File: src/mc_xlate_pkg.sv
// remote address translation types
package mc_xlate_pkg;

  // mesh coordinate widths
  localparam int x_cord_width_gp = 4;
  localparam int y_cord_width_gp = 3;

  localparam int epa_width_gp           = 28; // endpoint physical address in words
  localparam int epa_word_addr_width_gp = 16; // word addr carried in global and tile-group eva
  localparam int data_width_gp          = 32; // data word and eva

  // global eva, top two bits read 01
  typedef struct packed {
    logic [1:0]                        remote;   // class field
    logic [5:0]                        y_cord;   // absolute y
    logic [5:0]                        x_cord;   // absolute x
    logic [epa_word_addr_width_gp-1:0] addr;     // word address
    logic [1:0]                        low_bits; // byte offset, dropped
  } global_addr_s;

  // tile-group eva, top three bits read 001
  typedef struct packed {
    logic [2:0]                        remote;   // class field
    logic [4:0]                        y_cord;   // y offset from origin
    logic [5:0]                        x_cord;   // x offset from origin
    logic [epa_word_addr_width_gp-1:0] addr;     // word address
    logic [1:0]                        low_bits; // byte offset, dropped
  } tile_group_addr_s;

  // network physical address
  typedef struct packed {
    logic [x_cord_width_gp-1:0] x_cord;
    logic [y_cord_width_gp-1:0] y_cord;
    logic [epa_width_gp-1:0]    epa;
  } npa_s;

  // outgoing mesh request
  typedef struct packed {
    npa_s                     npa;
    logic [data_width_gp-1:0] data; // store data
    logic                     we;   // write flag
  } remote_pkt_s;

  // software written translation config
  typedef struct packed {
    logic [x_cord_width_gp-1:0] tgo_x;       // tile-group origin x
    logic [y_cord_width_gp-1:0] tgo_y;       // tile-group origin y
    logic                       dram_enable; // striped dram mode
  } xlate_cfg_s;

endpackage

File: src/hash_function.sv
// dram line to vcache bank hash
`timescale 1ns/100ps

module hash_function #(
  parameter int banks_p = 8,  // number of vcache banks, power of two
  parameter int sets_p  = 64  // sets per vcache
) (
  // cache line number, zero extended eva word address above the block offset
  input  logic [mc_xlate_pkg::data_width_gp-4:0] line_i,
  output logic [$clog2(banks_p)-1:0]             bank_o,  // {bot_not_top, x}
  output logic [$clog2(sets_p)-1:0]              index_o  // set within the bank
);

  localparam int lg_banks_lp = $clog2(banks_p);
  localparam int lg_sets_lp  = $clog2(sets_p);

  // field positions inside the line number
  localparam int index_lsb_lp = lg_banks_lp;              // index sits above bank bits
  localparam int upper_lsb_lp = lg_banks_lp + lg_sets_lp; // hash source above index

  logic [lg_banks_lp-1:0] bank_raw;   // plain interleave bits
  logic [lg_banks_lp-1:0] bank_upper; // bits just above the index field

  assign bank_raw   = line_i[0+:lg_banks_lp];
  assign bank_upper = line_i[upper_lsb_lp+:lg_banks_lp];

  // consecutive lines walk the banks in order,
  // while power-of-two strides get scrambled by the upper bits
  assign bank_o = bank_raw ^ bank_upper;

  // set index is untouched by the hash
  assign index_o = line_i[index_lsb_lp+:lg_sets_lp];

endmodule

File: src/eva_to_npa.sv
// eva to network physical address
`timescale 1ns/100ps

module eva_to_npa #(
  parameter int num_tiles_x_p                = 4,
  parameter int vcache_block_size_in_words_p = 8,    // words per cache line
  parameter int vcache_size_p                = 1024, // vcache capacity in words
  parameter int vcache_sets_p                = 64
) (
  input  logic [mc_xlate_pkg::data_width_gp-1:0] eva_i, // byte address from the core
  input  mc_xlate_pkg::xlate_cfg_s               cfg_i,
  output mc_xlate_pkg::npa_s                     npa_o,
  output logic                                   is_invalid_addr_o
);

  import mc_xlate_pkg::*;

  localparam int block_offset_width_lp = $clog2(vcache_block_size_in_words_p);
  localparam int lg_vcache_size_lp     = $clog2(vcache_size_p);
  localparam int banks_lp              = num_tiles_x_p * 2; // top and bottom rows
  localparam int bank_width_lp         = $clog2(banks_lp);
  localparam int index_width_lp        = $clog2(vcache_sets_p);
  localparam int line_width_lp         = data_width_gp - 3; // eva bits 30..2
  localparam int line_lsb_lp           = 2 + block_offset_width_lp;

  global_addr_s     global_addr;
  tile_group_addr_s tile_group_addr;

  assign global_addr     = eva_i;
  assign tile_group_addr = eva_i;

  // eva class decode
  logic is_dram_addr;
  logic is_global_addr;
  logic is_tile_group_addr;

  assign is_dram_addr       = eva_i[data_width_gp-1];
  assign is_global_addr     = global_addr.remote == 2'b01;
  assign is_tile_group_addr = tile_group_addr.remote == 3'b001;

  // shared mem and local dmem fall through here
  assign is_invalid_addr_o = ~(is_dram_addr | is_global_addr | is_tile_group_addr);

  // dram striping
  logic [line_width_lp-1:0]  dram_line;
  logic [bank_width_lp-1:0]  hash_bank;
  logic [index_width_lp-1:0] hash_index;

  assign dram_line = line_width_lp'(eva_i[data_width_gp-2:line_lsb_lp]);

  hash_function #(
    .banks_p (banks_lp),
    .sets_p  (vcache_sets_p)
  ) hash_i (
    .line_i  (dram_line),
    .bank_o  (hash_bank),
    .index_o (hash_index)
  );

  always_comb begin
    npa_o = '0; // invalid eva leaves a zero npa
    if (is_dram_addr) begin
      if (cfg_i.dram_enable) begin
        // bank msb picks the bottom vcache row
        npa_o.y_cord = hash_bank[bank_width_lp-1] ? {y_cord_width_gp{1'b1}}
                                                  : {y_cord_width_gp{1'b0}};
        npa_o.x_cord = x_cord_width_gp'(hash_bank[bank_width_lp-2:0]);
        npa_o.epa    = epa_width_gp'({hash_index, eva_i[2+:block_offset_width_lp]});
      end else if (eva_i[data_width_gp-2]) begin
        // host memory behind the io port at (0,1)
        npa_o.y_cord = y_cord_width_gp'(1);
        npa_o.x_cord = '0;
        npa_o.epa    = {1'b1, eva_i[2+:epa_width_gp-1]};
      end else begin
        // vcache used as plain block memory
        npa_o.y_cord = eva_i[2+lg_vcache_size_lp+x_cord_width_gp] ? {y_cord_width_gp{1'b1}}
                                                                  : {y_cord_width_gp{1'b0}};
        npa_o.x_cord = eva_i[2+lg_vcache_size_lp+:x_cord_width_gp];
        npa_o.epa    = epa_width_gp'(eva_i[2+:lg_vcache_size_lp]);
      end
    end else if (is_global_addr) begin
      // coordinates carried directly in the eva
      npa_o.y_cord = y_cord_width_gp'(global_addr.y_cord);
      npa_o.x_cord = x_cord_width_gp'(global_addr.x_cord);
      npa_o.epa    = epa_width_gp'(global_addr.addr);
    end else if (is_tile_group_addr) begin
      // offset from tile-group origin, wraps at coord width
      npa_o.y_cord = y_cord_width_gp'(tile_group_addr.y_cord + cfg_i.tgo_y);
      npa_o.x_cord = x_cord_width_gp'(tile_group_addr.x_cord + cfg_i.tgo_x);
      npa_o.epa    = epa_width_gp'(tile_group_addr.addr);
    end
  end

endmodule

File: src/xlate_cfg_regs.sv
// translation config registers
`timescale 1ns/100ps

module xlate_cfg_regs (
  input  logic                     clk_i,
  input  logic                     reset_i,
  input  logic                     cfg_we_i, // one cycle write strobe
  input  mc_xlate_pkg::xlate_cfg_s cfg_i,
  output mc_xlate_pkg::xlate_cfg_s cfg_o
);

  import mc_xlate_pkg::*;

  // origin at 0,0 and striped dram out of reset
  localparam xlate_cfg_s cfg_reset_lp = '{
    tgo_x:       '0,
    tgo_y:       '0,
    dram_enable: 1'b1
  };

  xlate_cfg_s cfg_r;

  always_ff @(posedge clk_i) begin
    if (reset_i) begin
      cfg_r <= cfg_reset_lp;
    end else if (cfg_we_i) begin
      cfg_r <= cfg_i; // new value seen by next cycle's request
    end
  end

  assign cfg_o = cfg_r;

endmodule

File: src/remote_req_stage.sv
// remote request output register
`timescale 1ns/100ps

module remote_req_stage (
  input  logic                                   clk_i,
  input  logic                                   reset_i,
  input  logic                                   req_v_i,    // request strobe
  input  logic [mc_xlate_pkg::data_width_gp-1:0] req_data_i, // store data
  input  logic                                   req_we_i,
  input  mc_xlate_pkg::npa_s                     npa_i,      // translated address
  input  logic                                   is_invalid_i,
  output logic                                   out_v_o,    // packet valid pulse
  output mc_xlate_pkg::remote_pkt_s              out_pkt_o,
  output logic                                   err_o       // bad address pulse
);

  import mc_xlate_pkg::*;

  logic        send_v; // strobe with a mappable eva
  logic        bad_v;  // strobe with an unmapped eva
  logic        out_v_r;
  logic        err_r;
  remote_pkt_s pkt_r;

  assign send_v = req_v_i & ~is_invalid_i;
  assign bad_v  = req_v_i & is_invalid_i;

  // pulses, one cycle after the strobe
  always_ff @(posedge clk_i) begin
    if (reset_i) begin
      out_v_r <= 1'b0;
      err_r   <= 1'b0;
    end else begin
      out_v_r <= send_v;
      err_r   <= bad_v;
    end
  end

  // payload holds its last good packet
  always_ff @(posedge clk_i) begin
    if (send_v) begin
      pkt_r.npa  <= npa_i;
      pkt_r.data <= req_data_i;
      pkt_r.we   <= req_we_i;
    end
  end

  assign out_v_o   = out_v_r;
  assign out_pkt_o = pkt_r;
  assign err_o     = err_r;

endmodule

File: src/mc_xlate_top.sv
// remote port address translation front
`timescale 1ns/100ps

module mc_xlate_top #(
  parameter int num_tiles_x_p                = 4,
  parameter int vcache_block_size_in_words_p = 8,
  parameter int vcache_size_p                = 1024, // words
  parameter int vcache_sets_p                = 64
) (
  input  logic                                   clk_i,
  input  logic                                   reset_i,
  input  logic                                   cfg_we_i,
  input  mc_xlate_pkg::xlate_cfg_s               cfg_i,
  input  logic                                   req_v_i,
  input  logic [mc_xlate_pkg::data_width_gp-1:0] req_eva_i,  // byte address
  input  logic [mc_xlate_pkg::data_width_gp-1:0] req_data_i,
  input  logic                                   req_we_i,
  output logic                                   out_v_o,
  output mc_xlate_pkg::remote_pkt_s              out_pkt_o,
  output logic                                   err_o
);

  import mc_xlate_pkg::*;

  xlate_cfg_s cfg;        // live config
  npa_s       npa;        // combinational translation
  logic       is_invalid; // eva has no remote mapping

  xlate_cfg_regs cfg_regs_i (
    .clk_i    (clk_i),
    .reset_i  (reset_i),
    .cfg_we_i (cfg_we_i),
    .cfg_i    (cfg_i),
    .cfg_o    (cfg)
  );

  eva_to_npa #(
    .num_tiles_x_p                (num_tiles_x_p),
    .vcache_block_size_in_words_p (vcache_block_size_in_words_p),
    .vcache_size_p                (vcache_size_p),
    .vcache_sets_p                (vcache_sets_p)
  ) eva_to_npa_i (
    .eva_i             (req_eva_i),
    .cfg_i             (cfg),
    .npa_o             (npa),
    .is_invalid_addr_o (is_invalid)
  );

  remote_req_stage req_stage_i (
    .clk_i        (clk_i),
    .reset_i      (reset_i),
    .req_v_i      (req_v_i),
    .req_data_i   (req_data_i),
    .req_we_i     (req_we_i),
    .npa_i        (npa),
    .is_invalid_i (is_invalid),
    .out_v_o      (out_v_o),
    .out_pkt_o    (out_pkt_o),
    .err_o        (err_o)
  );

endmodule

File: config.mk
export PLATFORM = sky130hd
export DESIGN_NAME = mc_xlate_top
export DESIGN_NICKNAME = d
export VERILOG_FILES = /design/src/mc_xlate_pkg.sv /design/src/hash_function.sv /design/src/eva_to_npa.sv /design/src/xlate_cfg_regs.sv /design/src/remote_req_stage.sv /design/src/mc_xlate_top.sv
export SDC_FILE = /design/constraint.sdc
export NUM_CORES = 1
export LEC_CHECK = 0
export BUFFER_PORTS_ARGS = -buffer_cell sky130_fd_sc_hd__buf_2
export CAP_MARGIN = 15
export CORE_ASPECT_RATIO = 1.25
export CORE_MARGIN = 10
export CORE_UTILIZATION = 46
export DETAILED_ROUTE_END_ITERATION = 8
export PLACE_DENSITY = 0.82
export SLEW_MARGIN = 20
export SYNTH_ARGS = -nofsm -noshare
export SYNTH_HDL_FRONTEND = slang
export SYNTH_SLANG_ARGS = --single-unit
File: constraint.sdc
create_clock -name clk_i -period 5 [get_ports clk_i]
set_clock_uncertainty 0.2 [all_clocks]
set_input_delay 0.75 -clock clk_i [delete_from_list [all_inputs] [get_ports clk_i]]
set_output_delay 0.75 -clock clk_i [all_outputs]
set_load 0.01 [all_outputs]
# Yosys cells after proc, flatten, opt, wreduce, memory -nomap -nowiden
# Index checks and enable logic that the tools add are counted.
[totals]
ff_bits = 78
latch_bits = 0
ramBits = 0
mem_bits_ro = 0
memories = 0
[op_classes]
n_addsub = 2
mul = 0
n_div = 0
order_cmp = 0
n_eq_ne = 2
shifts = 0
muxes = 7
bitwise_logic = 6
n_reduce_logical = 0
[ops]
columns = ["op", "count"]
rows = [
  ["35-bit two-way mux", 5],
  ["3-bit two-way mux", 2],
  ["4-bit adder", 1],
  ["3-bit adder", 1],
  ["3-bit by 1-bit == test with 1-bit output, second input constant", 1],
  ["3-bit bitwise XOR", 1],
  ["1-bit bitwise AND", 2],
  ["2-bit by 1-bit == test with 1-bit output, second input constant", 1],
  ["1-bit OR", 2],
  ["1-bit NOT", 1],
]

# Longest topological paths before layout
# Gate-level depths: netlist of the first run.
[depth]
ltp_word = 5
depth_mapped = 6
depth_no_buf = 6

# Modules after synthesis
# From an unflattened synthesis of the first run, not the netlist that was laid out.
[hier_totals]
hier_cells = 206
hier_area_um2 = 3081.7
[modules_own_cells]
columns = ["mod", "instances", "cells_each", "area_per_inst_um2"]
rows = [
  ["remote_req_stage", 1, 73, 2109.5],
  ["eva_to_npa", 1, 98, 610.6],
  ["xlate_cfg_regs", 1, 26, 290.3],
  ["hash_function", 1, 9, 71.3],
]

# Worst setup path after synthesis of the first run
# OpenSTA, ideal clock, no wires.
[synth_timing]
path_type = "input -> register"
start = "input port req_eva_i[29] (netlist bit)"
end = "register req_stage_i.pkt_r, in the netlist req_stage_i.out_pkt_o[0], enable pin"
arrival_time_ns = 3.811
required_ns = 4.298
path_slack_ns = 0.487
cell_stages = 2
path_cell_list = "nor3_2 nor2b_1"
[synth_via]
elab_chain_len = 3
[synth_lines]
columns = ["item", "line", "source"]
rows = [
  ["start: declaration", "mc_xlate_top.sv:15", "input logic [mc_xlate_pkg::data_width_gp-1:0] req_eva_i,"],
  ["3-bit by 1-bit == test with 1-bit output", "eva_to_npa.sv:39", "assign is_tile_group_addr = tile_group_addr.remote == 3'b001;"],
  ["1-bit OR", "eva_to_npa.sv:42", "assign is_invalid_addr_o = ~(is_dram_addr | is_global_addr | is_tile_group_addr);"],
  ["1-bit bitwise AND", "remote_req_stage.sv:25", "assign send_v = req_v_i & ~is_invalid_i;"],
  ["net req_stage_i.send_v", "remote_req_stage.sv:19", "logic send_v;"],
  ["end: declaration", "remote_req_stage.sv:23", "remote_pkt_s pkt_r;"],
]
# The timed path passes the listed nets, and every way through them passes these cells.
# A chain may end at the register's enable or synchronous reset.

# Worst setup path after layout of the first run
[layout_timing]
start = "input port req_eva_i[30] (netlist bit)"
end = "register req_stage_i.pkt_r, in the netlist req_stage_i.out_pkt_o[3], enable pin"
[layout_via]
elab_chain_len = 4
word_cells_on_any_way = 5
classes_between = "eq/ne (2); bitwise (3)"
[layout_lines]
columns = ["item", "line", "source"]
rows = [
  ["2-bit by 1-bit == test with 1-bit output", "eva_to_npa.sv:38", "assign is_global_addr = global_addr.remote == 2'b01;"],
  ["1-bit OR", "eva_to_npa.sv:42", ""],
  ["1-bit OR *", "eva_to_npa.sv:42", ""],
  ["1-bit bitwise AND *", "remote_req_stage.sv:25", ""],
  ["net req_stage_i.send_v", "remote_req_stage.sv:19", ""],
]
# Mark *: on every way through the listed nets, which the timed path passes. The rest lies on a longest branch.

==> results of run 1 <==
==> cells by family (layout without fill, tap and decap cells) <==
| logic type | after synthesis | after routing | synth area share, % |
|---|---|---|---|
| DFF | 78 | 78 | 73.9 |
| muxes | 8 | 8 | 2.81 |
| and+or+nand+nor | 64 | 64 | 10.9 |
| xor gates and xnor gates | 7 | 7 | 2.02 |
| AOI/OAI and AO/OA | 23 | 23 | 5.53 |
| adders and majority gates | 6 | 6 | 2.97 |
| buffers and inverters | 11 | 164 | 1.86 |
==> area by class of cell <==
class	instances	area, sq um	area share, %
Sequential cell	78	2240	55.6
Multi-Input combinational cell	108	742	18.4
Timing Repair Buffer	146	736	18.2
Clock buffer	10	128	3.16
Tap cell	87	109	2.70
Clock inverter	6	70.1	1.74
Inverter	2	7.51	0.186
==> worst paths after layout <==
kind | start | end | slack, ps | cells past startpoint
worst max-delay path | req_eva_i[30] | req_stage_i.out_pkt_o[3] | 2560 | 4
worst min-delay path | cfg_regs_i.cfg_o[1] | cfg_regs_i.cfg_o[1] | 310 | 2
worst max register to register | cfg_regs_i.cfg_o[1] | req_stage_i.out_pkt_o[63] | 2890 | 6
worst min register to register | cfg_regs_i.cfg_o[1] | cfg_regs_i.cfg_o[1] | 310 | 2
==> sequential cells by signal, indices dropped and copies added (netlist names) <==
name and count:
req_stage_i.out_pkt_o 68, cfg_regs_i.cfg_o 8, req_stage_i.out_v_o 1, req_stage_i.err_o 1
==> metrics by stage <==
stage / hold slack [ps] / total power [mW]
2_1_floorplan: 265 / 0.880
3_3_place_gp: 279 / 0.964
3_5_place_dp: 295 / 0.972
4_1_cts: 314 / 1.43
5_1_grt: 339 / 1.48
6_report: 310 / 1.42
==> routing by layer <==
| layer | GRT usage, % | wire length [um] | vias up |
|---|---|---|---|
| met5 | 0 | 0 | - |
| met4 | 5.57 | 141 | 0 |
| met3 | 6.98 | 793 | 11 |
| met2 | 26.4 | 4090 | 105 |
| met1 | 14.5 | 2760 | 1007 |
| li1 | - | - | 1025 |
==> cells in the final DEF, fill, tap and decap left out, types with 2 or more instances in the layout <==
cell and n:
dfxtp_1 10, clkinvlp_4 3, and2_1 7, ha_1 4
nor2_1 16, xnor2_1 2, a221oi_1 7, and3_1 11
edfxtp_1 68, xor2_1 5, nor2b_1 6, nand2_1 16
clkbuf_8 9, inv_6 2, mux2i_1 7, buf_2 144
o21ai_0 8, fa_1 2, buf_4 2
==> power by group through the flow <==
stage          sequential, mW  combinational (mW)  clock [mW]
2_1_floorplan           0.820              0.0605           0
4_1_cts                 0.778               0.180       0.473
5_1_grt                 0.782               0.195       0.503
3_5_place_dp            0.793               0.179           0
3_3_place_gp            0.790               0.173           0
6_report                0.777               0.177       0.467
==> tightest hold or removal path: stages, from the launching register on <==
cell and delay [ps]:
dfxtp_1 340, mux2i_1 70, nor2_1 70
==> results.yml, run 1 <==
run_status:
  run_status: "finished, final reports clean"
synth:
  synthDominantAreaCellType: "edfxtp_1"
  synthDominantCellAreaShare_pct: 67.3
  synthArstFlopShare_pct: 0
  mappedNetlistArea_sq_um: 3030
  synthTopCellsByArea: "edfxtp_1, dfxtp_1, mux2i_1"
  synth-seq-cells: 78
  syn_avg_cell_area_sq_um: 15.4
  ys_flop_type: "edfxtp_1"
  synth_edf_count: 68
  synth_fp_nets: 280
  yosys_warnings: 0
  count_of_distinct_cell_types_in_the_synthesized_netlist: 35
  synth.cells.most_frequent: "edfxtp_1, nand2_1, nor2_1"
  yosysSeqAreaShare_pct: 73.9
  synth_cells: 197
  most_instantiated_library_cell_after_synthesis: "edfxtp_1"
finish:
  postLayoutCoreUtil_pct: 62.2
  syn_to_final_growth_pct: 33.0
  finalNonFillerCells: 437
  fill_cells: 526
  post-route-cell-area_sq_um: 4030
  layout.nets: 428
  total_inserted_antenna_cells: 0
  share_of_final_layout_standard_cells_stronger_than_drive_strength_1_pct: 48.0
detailed_routing:
  route.final.wire_length_um: 7780
  wire_per_inst_um: 17.8
  vias_per_cell: 4.92
  post-route-drc-count: 0
  dr_total_vias: 2148
  drt_pre_antenna_iters: 4
  initialDrtViolationCount: 138
  antenna_violating_nets_post_route: 0
critical_path:
  worstSetupPathType: "primary input to flop"
  crit_fanout: 32
  cp.arrival_ps: 2290
  worst-endpoint-required_ps: 4860
  cpMaxStageDelayCell: "nor3_2"
  crit_chain: "buf_2 -> nor3_2 -> nor2b_4 -> buf_4"
  category_of_the_worst_setup_path_capture_point: "flop"
  critPathLaunchType: "primary input"
  critical-path-top-delay-family: "simple AND/OR/NAND/NOR gates"
  path_buf_inv: 2
  max_stage_delay_ps: 700
clock_network:
  cts.htree.levels: 3
  clock-sinks: 78
  clock_tree.buffer_depth: 2
  cts_tree: "done"
  clock_tree.root_cell: "clkbuf_8"
  holdBufCountCts: 0
  cts-buffers-inserted: 9
  clock_insertion_delay_at_the_later_pin_of_the_skew_report_ps: 350
  cells_resized_by_post_cts_repair: 0
  post_cts_setup_buffers: 0
  cts.reportedPaths.clkPinSlew_ps: 80
pwr:
  leakage_nw: 1.81
  clkPwrFrac_pct: 32.8
  pint_mw: 1.07
  pwr-share-comb_pct: 12.5
  sequentialPowerShare_pct: 54.7
  vdd_drop_max_mv: 0.157
  power_switching_uw: 348
  power.density_cell_area_nw_per_um2: 352
  power.share.switching_pct: 24.5
timing:
  setup_ws_ps: 2560
  max-slew-margin-rel_pct: 47.3
  worstMarginPinSlew_ps: 786
  period_minus_slack_ps: 2440
  finalHoldViolCount: 0
  totalNegativeSetupSlack_ps: 0
  rsz0062_at_grt: "false"
  maxSlewViolCount: 0
  fmaxAchievable_mhz: 410
  setup_violations: 0
  final_min_period_over_clock_period_pct: 48.7
worst_hold_path:
  holdCritPathClass: "flop to flop"
place:
  dpl-instance-area_sq_um: 3840
  post-place-cells: 421
  hpwlAfterDp_um: 6210
  routabilityCongestion: 0.786
  io_buffers: 144
  place_worst_setup_slack_ps: 2220
grt:
  grt_usage_pct: 14.9
  vias_in_the_first_global_route: 2196
  grt_start_max_net_pins: 33
  grt_antenna_before_repair: 0
  grt_remaining_overflow: 0
  grt_first_pass_wirelength_um: 11800
floorplan:
  initial_core_util_pct: 46.8
  core_sq_um: 6480
  std_cell_rows: 33
  floorplan.die.height_um: 111
  die_width_um: 92.6
  boundaryPins: 147
  dieArea_sq_um: 10300
flow_run:
  drv.max_cap_violation_count: 0
(Power assumes the default switching activity.)
==> run 2, diff against run 1 <==
- ABC_AREA: not set -> 1
- CORE_UTILIZATION: 46 -> 41
- PLACE_DENSITY: 0.82 -> 0.77
- clock period: 5 -> 2.2 ns (I/O delays scaled with it)
==> run 2 against run 1 <==
Against the previous run: sequential cell count unchanged; critical path depth increased by 3; via count increased by 14%; setup slack got worse by 2200 ps; clock-buffer cell count unchanged; sequential power increased by 130%; wire length increased by 12%; global-route usage increased by 0.069 points; die area increased by 12%; power increased by 140%; clock power increased to 2.5 times the previous value; largest cell class unchanged; highest routed layer unchanged.
==> results.yml, run 2 <==
timing:
  max-slew-margin-rel_pct: 75.1
  maxSlewViolCount: 0
  period_minus_slack_ps: 1860
  rsz0062_at_grt: "false"
  worstMarginPinSlew_ps: 374
  fmaxAchievable_mhz: 538
  finalHoldViolCount: 0
  final_min_period_over_clock_period_pct: 84.4
  setup_violations: 0
  holdWs_ps: 16.6
synth:
  synthTopCellsByArea: "edfxtp_1, dfxtp_1, inv_1"
  mappedNetlistArea_sq_um: 3100
  synthDominantCellAreaShare_pct: 66.0
  yosys_warnings: 0
  count_of_distinct_cell_types_in_the_synthesized_netlist: 25
  synthArstFlopShare_pct: 0
  synth_edf_count: 68
  synth-seq-cells: 78
  yosysSeqAreaShare_pct: 72.4
  synth_fp_nets: 326
  most_instantiated_library_cell_after_synthesis: "edfxtp_1"
  synthDominantAreaCellType: "edfxtp_1"
  synth_cells: 243
  syn_avg_cell_area_sq_um: 12.7
  ys_flop_type: "edfxtp_1"
  synth.cells.most_frequent: "edfxtp_1, inv_1, nor2_1"
pwr:
  leakage_nw: 2.12
  pint_mw: 2.60
  clkPwrFrac_pct: 34.6
  sequentialPowerShare_pct: 51.6
  power.share.switching_pct: 24.2
  power_switching_uw: 830
  power.density_cell_area_nw_per_um2: 755
  pwr-share-comb_pct: 13.8
  vdd_drop_max_mv: 0.379
floorplan:
  die_width_um: 97.7
  dieArea_sq_um: 11400
  std_cell_rows: 35
  initial_core_util_pct: 42.1
  floorplan.die.height_um: 117
  boundaryPins: 147
  core_sq_um: 7360
finish:
  share_of_final_layout_standard_cells_stronger_than_drive_strength_1_pct: 39.9
  fill_cells: 606
  total_inserted_antenna_cells: 0
  final_cell_mix: "buf_2, edfxtp_1, dlygate4sd3_1"
  most_common_cell_after_layout_fill_and_taps_aside: "buf_2"
  finalNonFillerCells: 531
  layout.nets: 517
  max_reg_flops: 68
  syn_to_final_growth_pct: 46.8
clock_network:
  post_cts_setup_buffers: 0
  cts_tree: "done"
  clock-sinks: 78
  cts-buffers-inserted: 9
  cts.htree.levels: 3
  holdBufCountCts: 39
  cells_resized_by_post_cts_repair: 0
  cts.reportedPaths.clkPinSlew_ps: 80
  clock_tree.buffer_depth: 2
  clock_tree.root_cell: "clkbuf_8"
  clock_insertion_delay_at_the_later_pin_of_the_skew_report_ps: 340
grt:
  grt_antenna_before_repair: 0
  vias_in_the_first_global_route: 2692
  grt_start_max_net_pins: 69
  grt_usage_pct: 14.9
  grt_remaining_overflow: 0
  grt_first_pass_wirelength_um: 13600
critical_path:
  worst-endpoint-required_ps: 2100
  critPathLaunchType: "flop"
  crit_fanout: 2
  max_stage_delay_ps: 370
  worstSetupPathType: "flop to flop"
  category_of_the_worst_setup_path_capture_point: "flop"
  crit_chain: "ha_1 -> fa_1 -> or2_2 -> nand3_1 -> nand2_1 -> nand3_1 -> nand2_1"
  cp.arrival_ps: 1760
  cpMaxStageDelayCell: "fa_1"
place:
  hpwlAfterDp_um: 6390
  post-place-cells: 476
  routabilityCongestion: 0.792
  io_buffers: 144
detailed_routing:
  post-route-drc-count: 0
  drt_pre_antenna_iters: 4
  wire_per_inst_um: 16.5
  route.final.wire_length_um: 8750
  initialDrtViolationCount: 119
  dr_total_vias: 2453
  antenna_violating_nets_post_route: 0
  vias_per_cell: 4.62
flow_run:
  drv.max_cap_violation_count: 0
worst_hold_path:
  holdCritPathClass: "primary input to flop"
run_status:
  run_status: "finished, final reports clean"
-- run 2: cell type report --
class | count | area, sq um | share of cell area [%]
Multi-Input combinational cell | 120 | 679 | 15.0
Clock buffer | 10 | 128 | 2.81
Timing Repair Buffer | 184 | 1130 | 24.9
Tap cell | 92 | 115 | 2.53
Inverter | 41 | 154 | 3.39
Sequential cell | 78 | 2240 | 49.4
Clock inverter | 6 | 93.8 | 2.07
-- run 2: through the flow --
stage	area (sq um)	setup WS, ps	power [mW]	util [%]	setup TNS (ps)
6_report	4540	343	3.43	61.8	0
3_5_place_dp	3930	187	2.22	53.4	0
3_3_place_gp	3930	228	2.21	53.4	0
2_1_floorplan	3130	-20.7	2.01	-	-1410
5_1_grt	4540	228	3.59	61.8	0
4_1_cts	4540	342	3.46	61.8	0
-- run 2: power by group through the flow --
| stage | registers [mW] | clock network, mW | logic, mW |
|---|---|---|---|
| 3_5_place_dp | 1.80 | 0 | 0.420 |
| 5_1_grt | 1.78 | 1.28 | 0.524 |
| 4_1_cts | 1.77 | 1.21 | 0.478 |
| 3_3_place_gp | 1.80 | 0 | 0.410 |
| 6_report | 1.77 | 1.19 | 0.473 |
| 2_1_floorplan | 1.86 | 0 | 0.149 |
-- run 2: worst max-delay path: cells and delay by family (launching register included) --
kind | cells | cell delay (ps)
AND/OR/NAND/NOR | 5 | 530
flip-flops | 1 | 320
adder cells (fa/ha/maj) | 2 | 560
-- run 2: kinds of logic (layout without fill, tap and decap cells) --
logic type | count (synthesis) | after routing | share of synthesized area [%]
simple gates | 81 | 81 | 11.8
flops | 78 | 78 | 72.4
buf+inv | 45 | 241 | 6.18
xor+xnor | 4 | 4 | 1.13
fa+ha+maj | 6 | 6 | 2.91
compound gates | 29 | 29 | 5.54
-- run 2: path summary, 6_finish.rpt --
kind | from | to | slack [ps] | depth (start not counted)
worst max-delay path | cfg_regs_i.cfg_o[1] | req_stage_i.out_pkt_o[63] | 340 | 7
worst min-delay path | cfg_i[2] | cfg_regs_i.cfg_o[2] | 20 | 3
worst min register to register | cfg_regs_i.cfg_o[6] | cfg_regs_i.cfg_o[6] | 310 | 2
worst max register to register | cfg_regs_i.cfg_o[1] | req_stage_i.out_pkt_o[63] | 340 | 7
-- run 2: metal layers --
layer | global-route usage (%) | routed length [um]
met5 | 0 | 0
met1 | 15.6 | 3320
met4 | 6.70 | 178
met3 | 5.70 | 800
met2 | 26.4 | 4460
==> run 3, diff against run 2 <==
- CORE_UTILIZATION: 41 -> 46
- PLACE_DENSITY: 0.77 -> 0.81
- clock period: 2.2 -> 1.84 ns (I/O delays scaled with it)
==> run 3 against run 2 <==
Against the previous run: die area fell by 8.9%; combinational power rose by 27%; cell count rose by 0.75%; design area rose by 1.8%; clock power rose by 17%; power rose by 20%; critical path type unchanged.
==> results.yml, run 3 (same netlist as run 2, synthesis figures left out) <==
worst_hold_path:
  holdCritPathClass: "primary input to flop"
  hp-start: "req_eva_i[2]"
timing:
  setup_violations: 0
  totalNegativeSetupSlack_ps: 0
  rsz0062_at_grt: "false"
  finalHoldViolCount: 0
  final_min_period_over_clock_period_pct: 96.5
  fmaxAchievable_mhz: 563
  max-slew-margin-rel_pct: 82.0
  worstMarginPinSlew_ps: 270
  period_minus_slack_ps: 1780
  maxSlewViolCount: 0
place:
  dpl-instance-area_sq_um: 3960
  io_buffers: 144
  routabilityCongestion: 0.819
  hpwlAfterDp_um: 6860
critical_path:
  r2r_start: "cfg_regs_i.cfg_o[1]"
  category_of_the_worst_setup_path_capture_point: "flop"
  worst-endpoint-required_ps: 1750
  cp.arrival_ps: 1690
  critPathLaunchType: "flop"
  path_buf_inv: 0
  crit_fanout: 2
  worstSetupPathType: "flop to flop"
  max_stage_delay_ps: 380
  crit_start: "cfg_regs_i.cfg_o[1]"
  cpMaxStageDelayCell: "fa_2"
  crit_chain: "ha_4 -> fa_2 -> or2_4 -> nand3_1 -> nand2_1 -> nand3_1 -> nand2_1"
  critical-path-top-delay-family: "adder cells"
finish:
  fill_cells: 404
  max_reg_flops: 68
  final-seq-area_sq_um: 2240
  share_of_final_layout_standard_cells_stronger_than_drive_strength_1_pct: 40.7
  most_common_cell_after_layout_fill_and_taps_aside: "buf_2"
  syn_to_final_growth_pct: 49.5
  layout.nets: 525
  final_cell_mix: "buf_2, edfxtp_1, dlygate4sd3_1"
  multi_input_area_sq_um: 697
  post-route-cell-area_sq_um: 4630
detailed_routing:
  post-route-drc-count: 0
  dr_total_vias: 2553
  drt_pre_antenna_iters: 4
  route.final.wire_length_um: 9660
  initialDrtViolationCount: 147
  vias_per_cell: 4.77
  wire_per_inst_um: 18.1
  antenna_violating_nets_post_route: 0
pwr:
  leakage_nw: 2.15
  power.density_cell_area_nw_per_um2: 889
  vdd_drop_max_mv: 0.502
clock_network:
  cts.htree.levels: 3
  cts.reportedPaths.clkPinSlew_ps: 80
  clock-sinks: 78
  clock_tree.buffer_depth: 2
  cts_tree: "done"
  clock_insertion_delay_at_the_later_pin_of_the_skew_report_ps: 350
  cts-buffers-inserted: 9
  clock_tree.root_cell: "clkbuf_8"
floorplan:
  die_width_um: 93.4
  dieArea_sq_um: 10400
  boundaryPins: 147
  floorplan.die.height_um: 112
  core_sq_um: 6570
  initial_core_util_pct: 47.2
  std_cell_rows: 33
run_status:
  run_status: "finished, final reports clean"
grt:
  grt_first_pass_wirelength_um: 14900
  grt_antenna_before_repair: 1
  vias_in_the_first_global_route: 2626
  grt_usage_pct: 18.6
  grt_start_max_net_pins: 48
  grt_remaining_overflow: 0
flow_run:
  drv.max_cap_violation_count: 0
run 3: changes by cell type in the layout (fill, tap and decap cells not counted), sizes merged:
cell	previous run	this run
buf	145	149
dlygate4sd3	39	43
clkbuf	10	9
clkinv	1	2
clkinvlp	1	2
diode	0	1
inv	43	42
run 3: path summary, 6_finish.rpt:
kind,slack (ps),depth (start not counted),endpoint
worst max register to register,60,7,req_stage_i.out_pkt_o[63]
worst max-delay path,60,7,req_stage_i.out_pkt_o[63]
worst min-delay path,30,3,req_stage_i.out_pkt_o[33]
worst min register to register,310,2,cfg_regs_i.cfg_o[6]
run 3: cell type report:
type	instances	area share [%]
timing repair buffer	192	26.0
tap	87	2.35
clock inverter	7	2.08
inverter	41	3.33
sequential	78	48.5
clock buffer	9	2.68
multi-input combinational	120	15.1
antenna	1	0.0541
run 3: through the flow:
step | worst slack (ps) | util (%) | hold WS [ps] | power, mW | std cells
3_3_place_gp | -73.7 | 60.2 | 253 | 2.65 | 475
3_5_place_dp | -102 | 60.2 | 255 | 2.67 | 475
5_1_grt | 12.6 | 70.5 | 28.0 | 4.28 | 535
2_1_floorplan | -327 | - | 153 | 2.40 | 243
6_report | 64.8 | 70.5 | 26.1 | 4.11 | 535
4_1_cts | 40.1 | 70.2 | 22.6 | 4.11 | 534
run 3: timing repair:
item,4_1_cts,5_1_grt
buffers inserted,0,0
setup endpoints to repair,1,1
hold buffers,43,0
hold endpoints to repair,43,0
resized for setup,1,4
pin swaps,0,1
run 3: metal layers:
metal  global-route usage [%]  share of wire, %  vias up
li1                         -                 -     1218
met1                     20.1                36     1174
met2                     31.7                51      147
met3                     6.65                10       14
met4                     8.14               2.2        0
met5                        0                 0        -
run 3: worst min-delay path, cell delays in order:
cell	delay, ps
buf_2	70
inv_1	30
nor2_1	80
run 3: power by group:
part / total [mW] / switching (mW) / internal (mW) / leakage (nW)
Clock: 1.39 / 0.626 / 0.765 / 0.103
Sequential: 2.12 / 0.0430 / 2.08 / 0.754
Combinational: 0.602 / 0.329 / 0.273 / 1.30
Total: 4.11 / 0.998 / 3.11 / 2.15
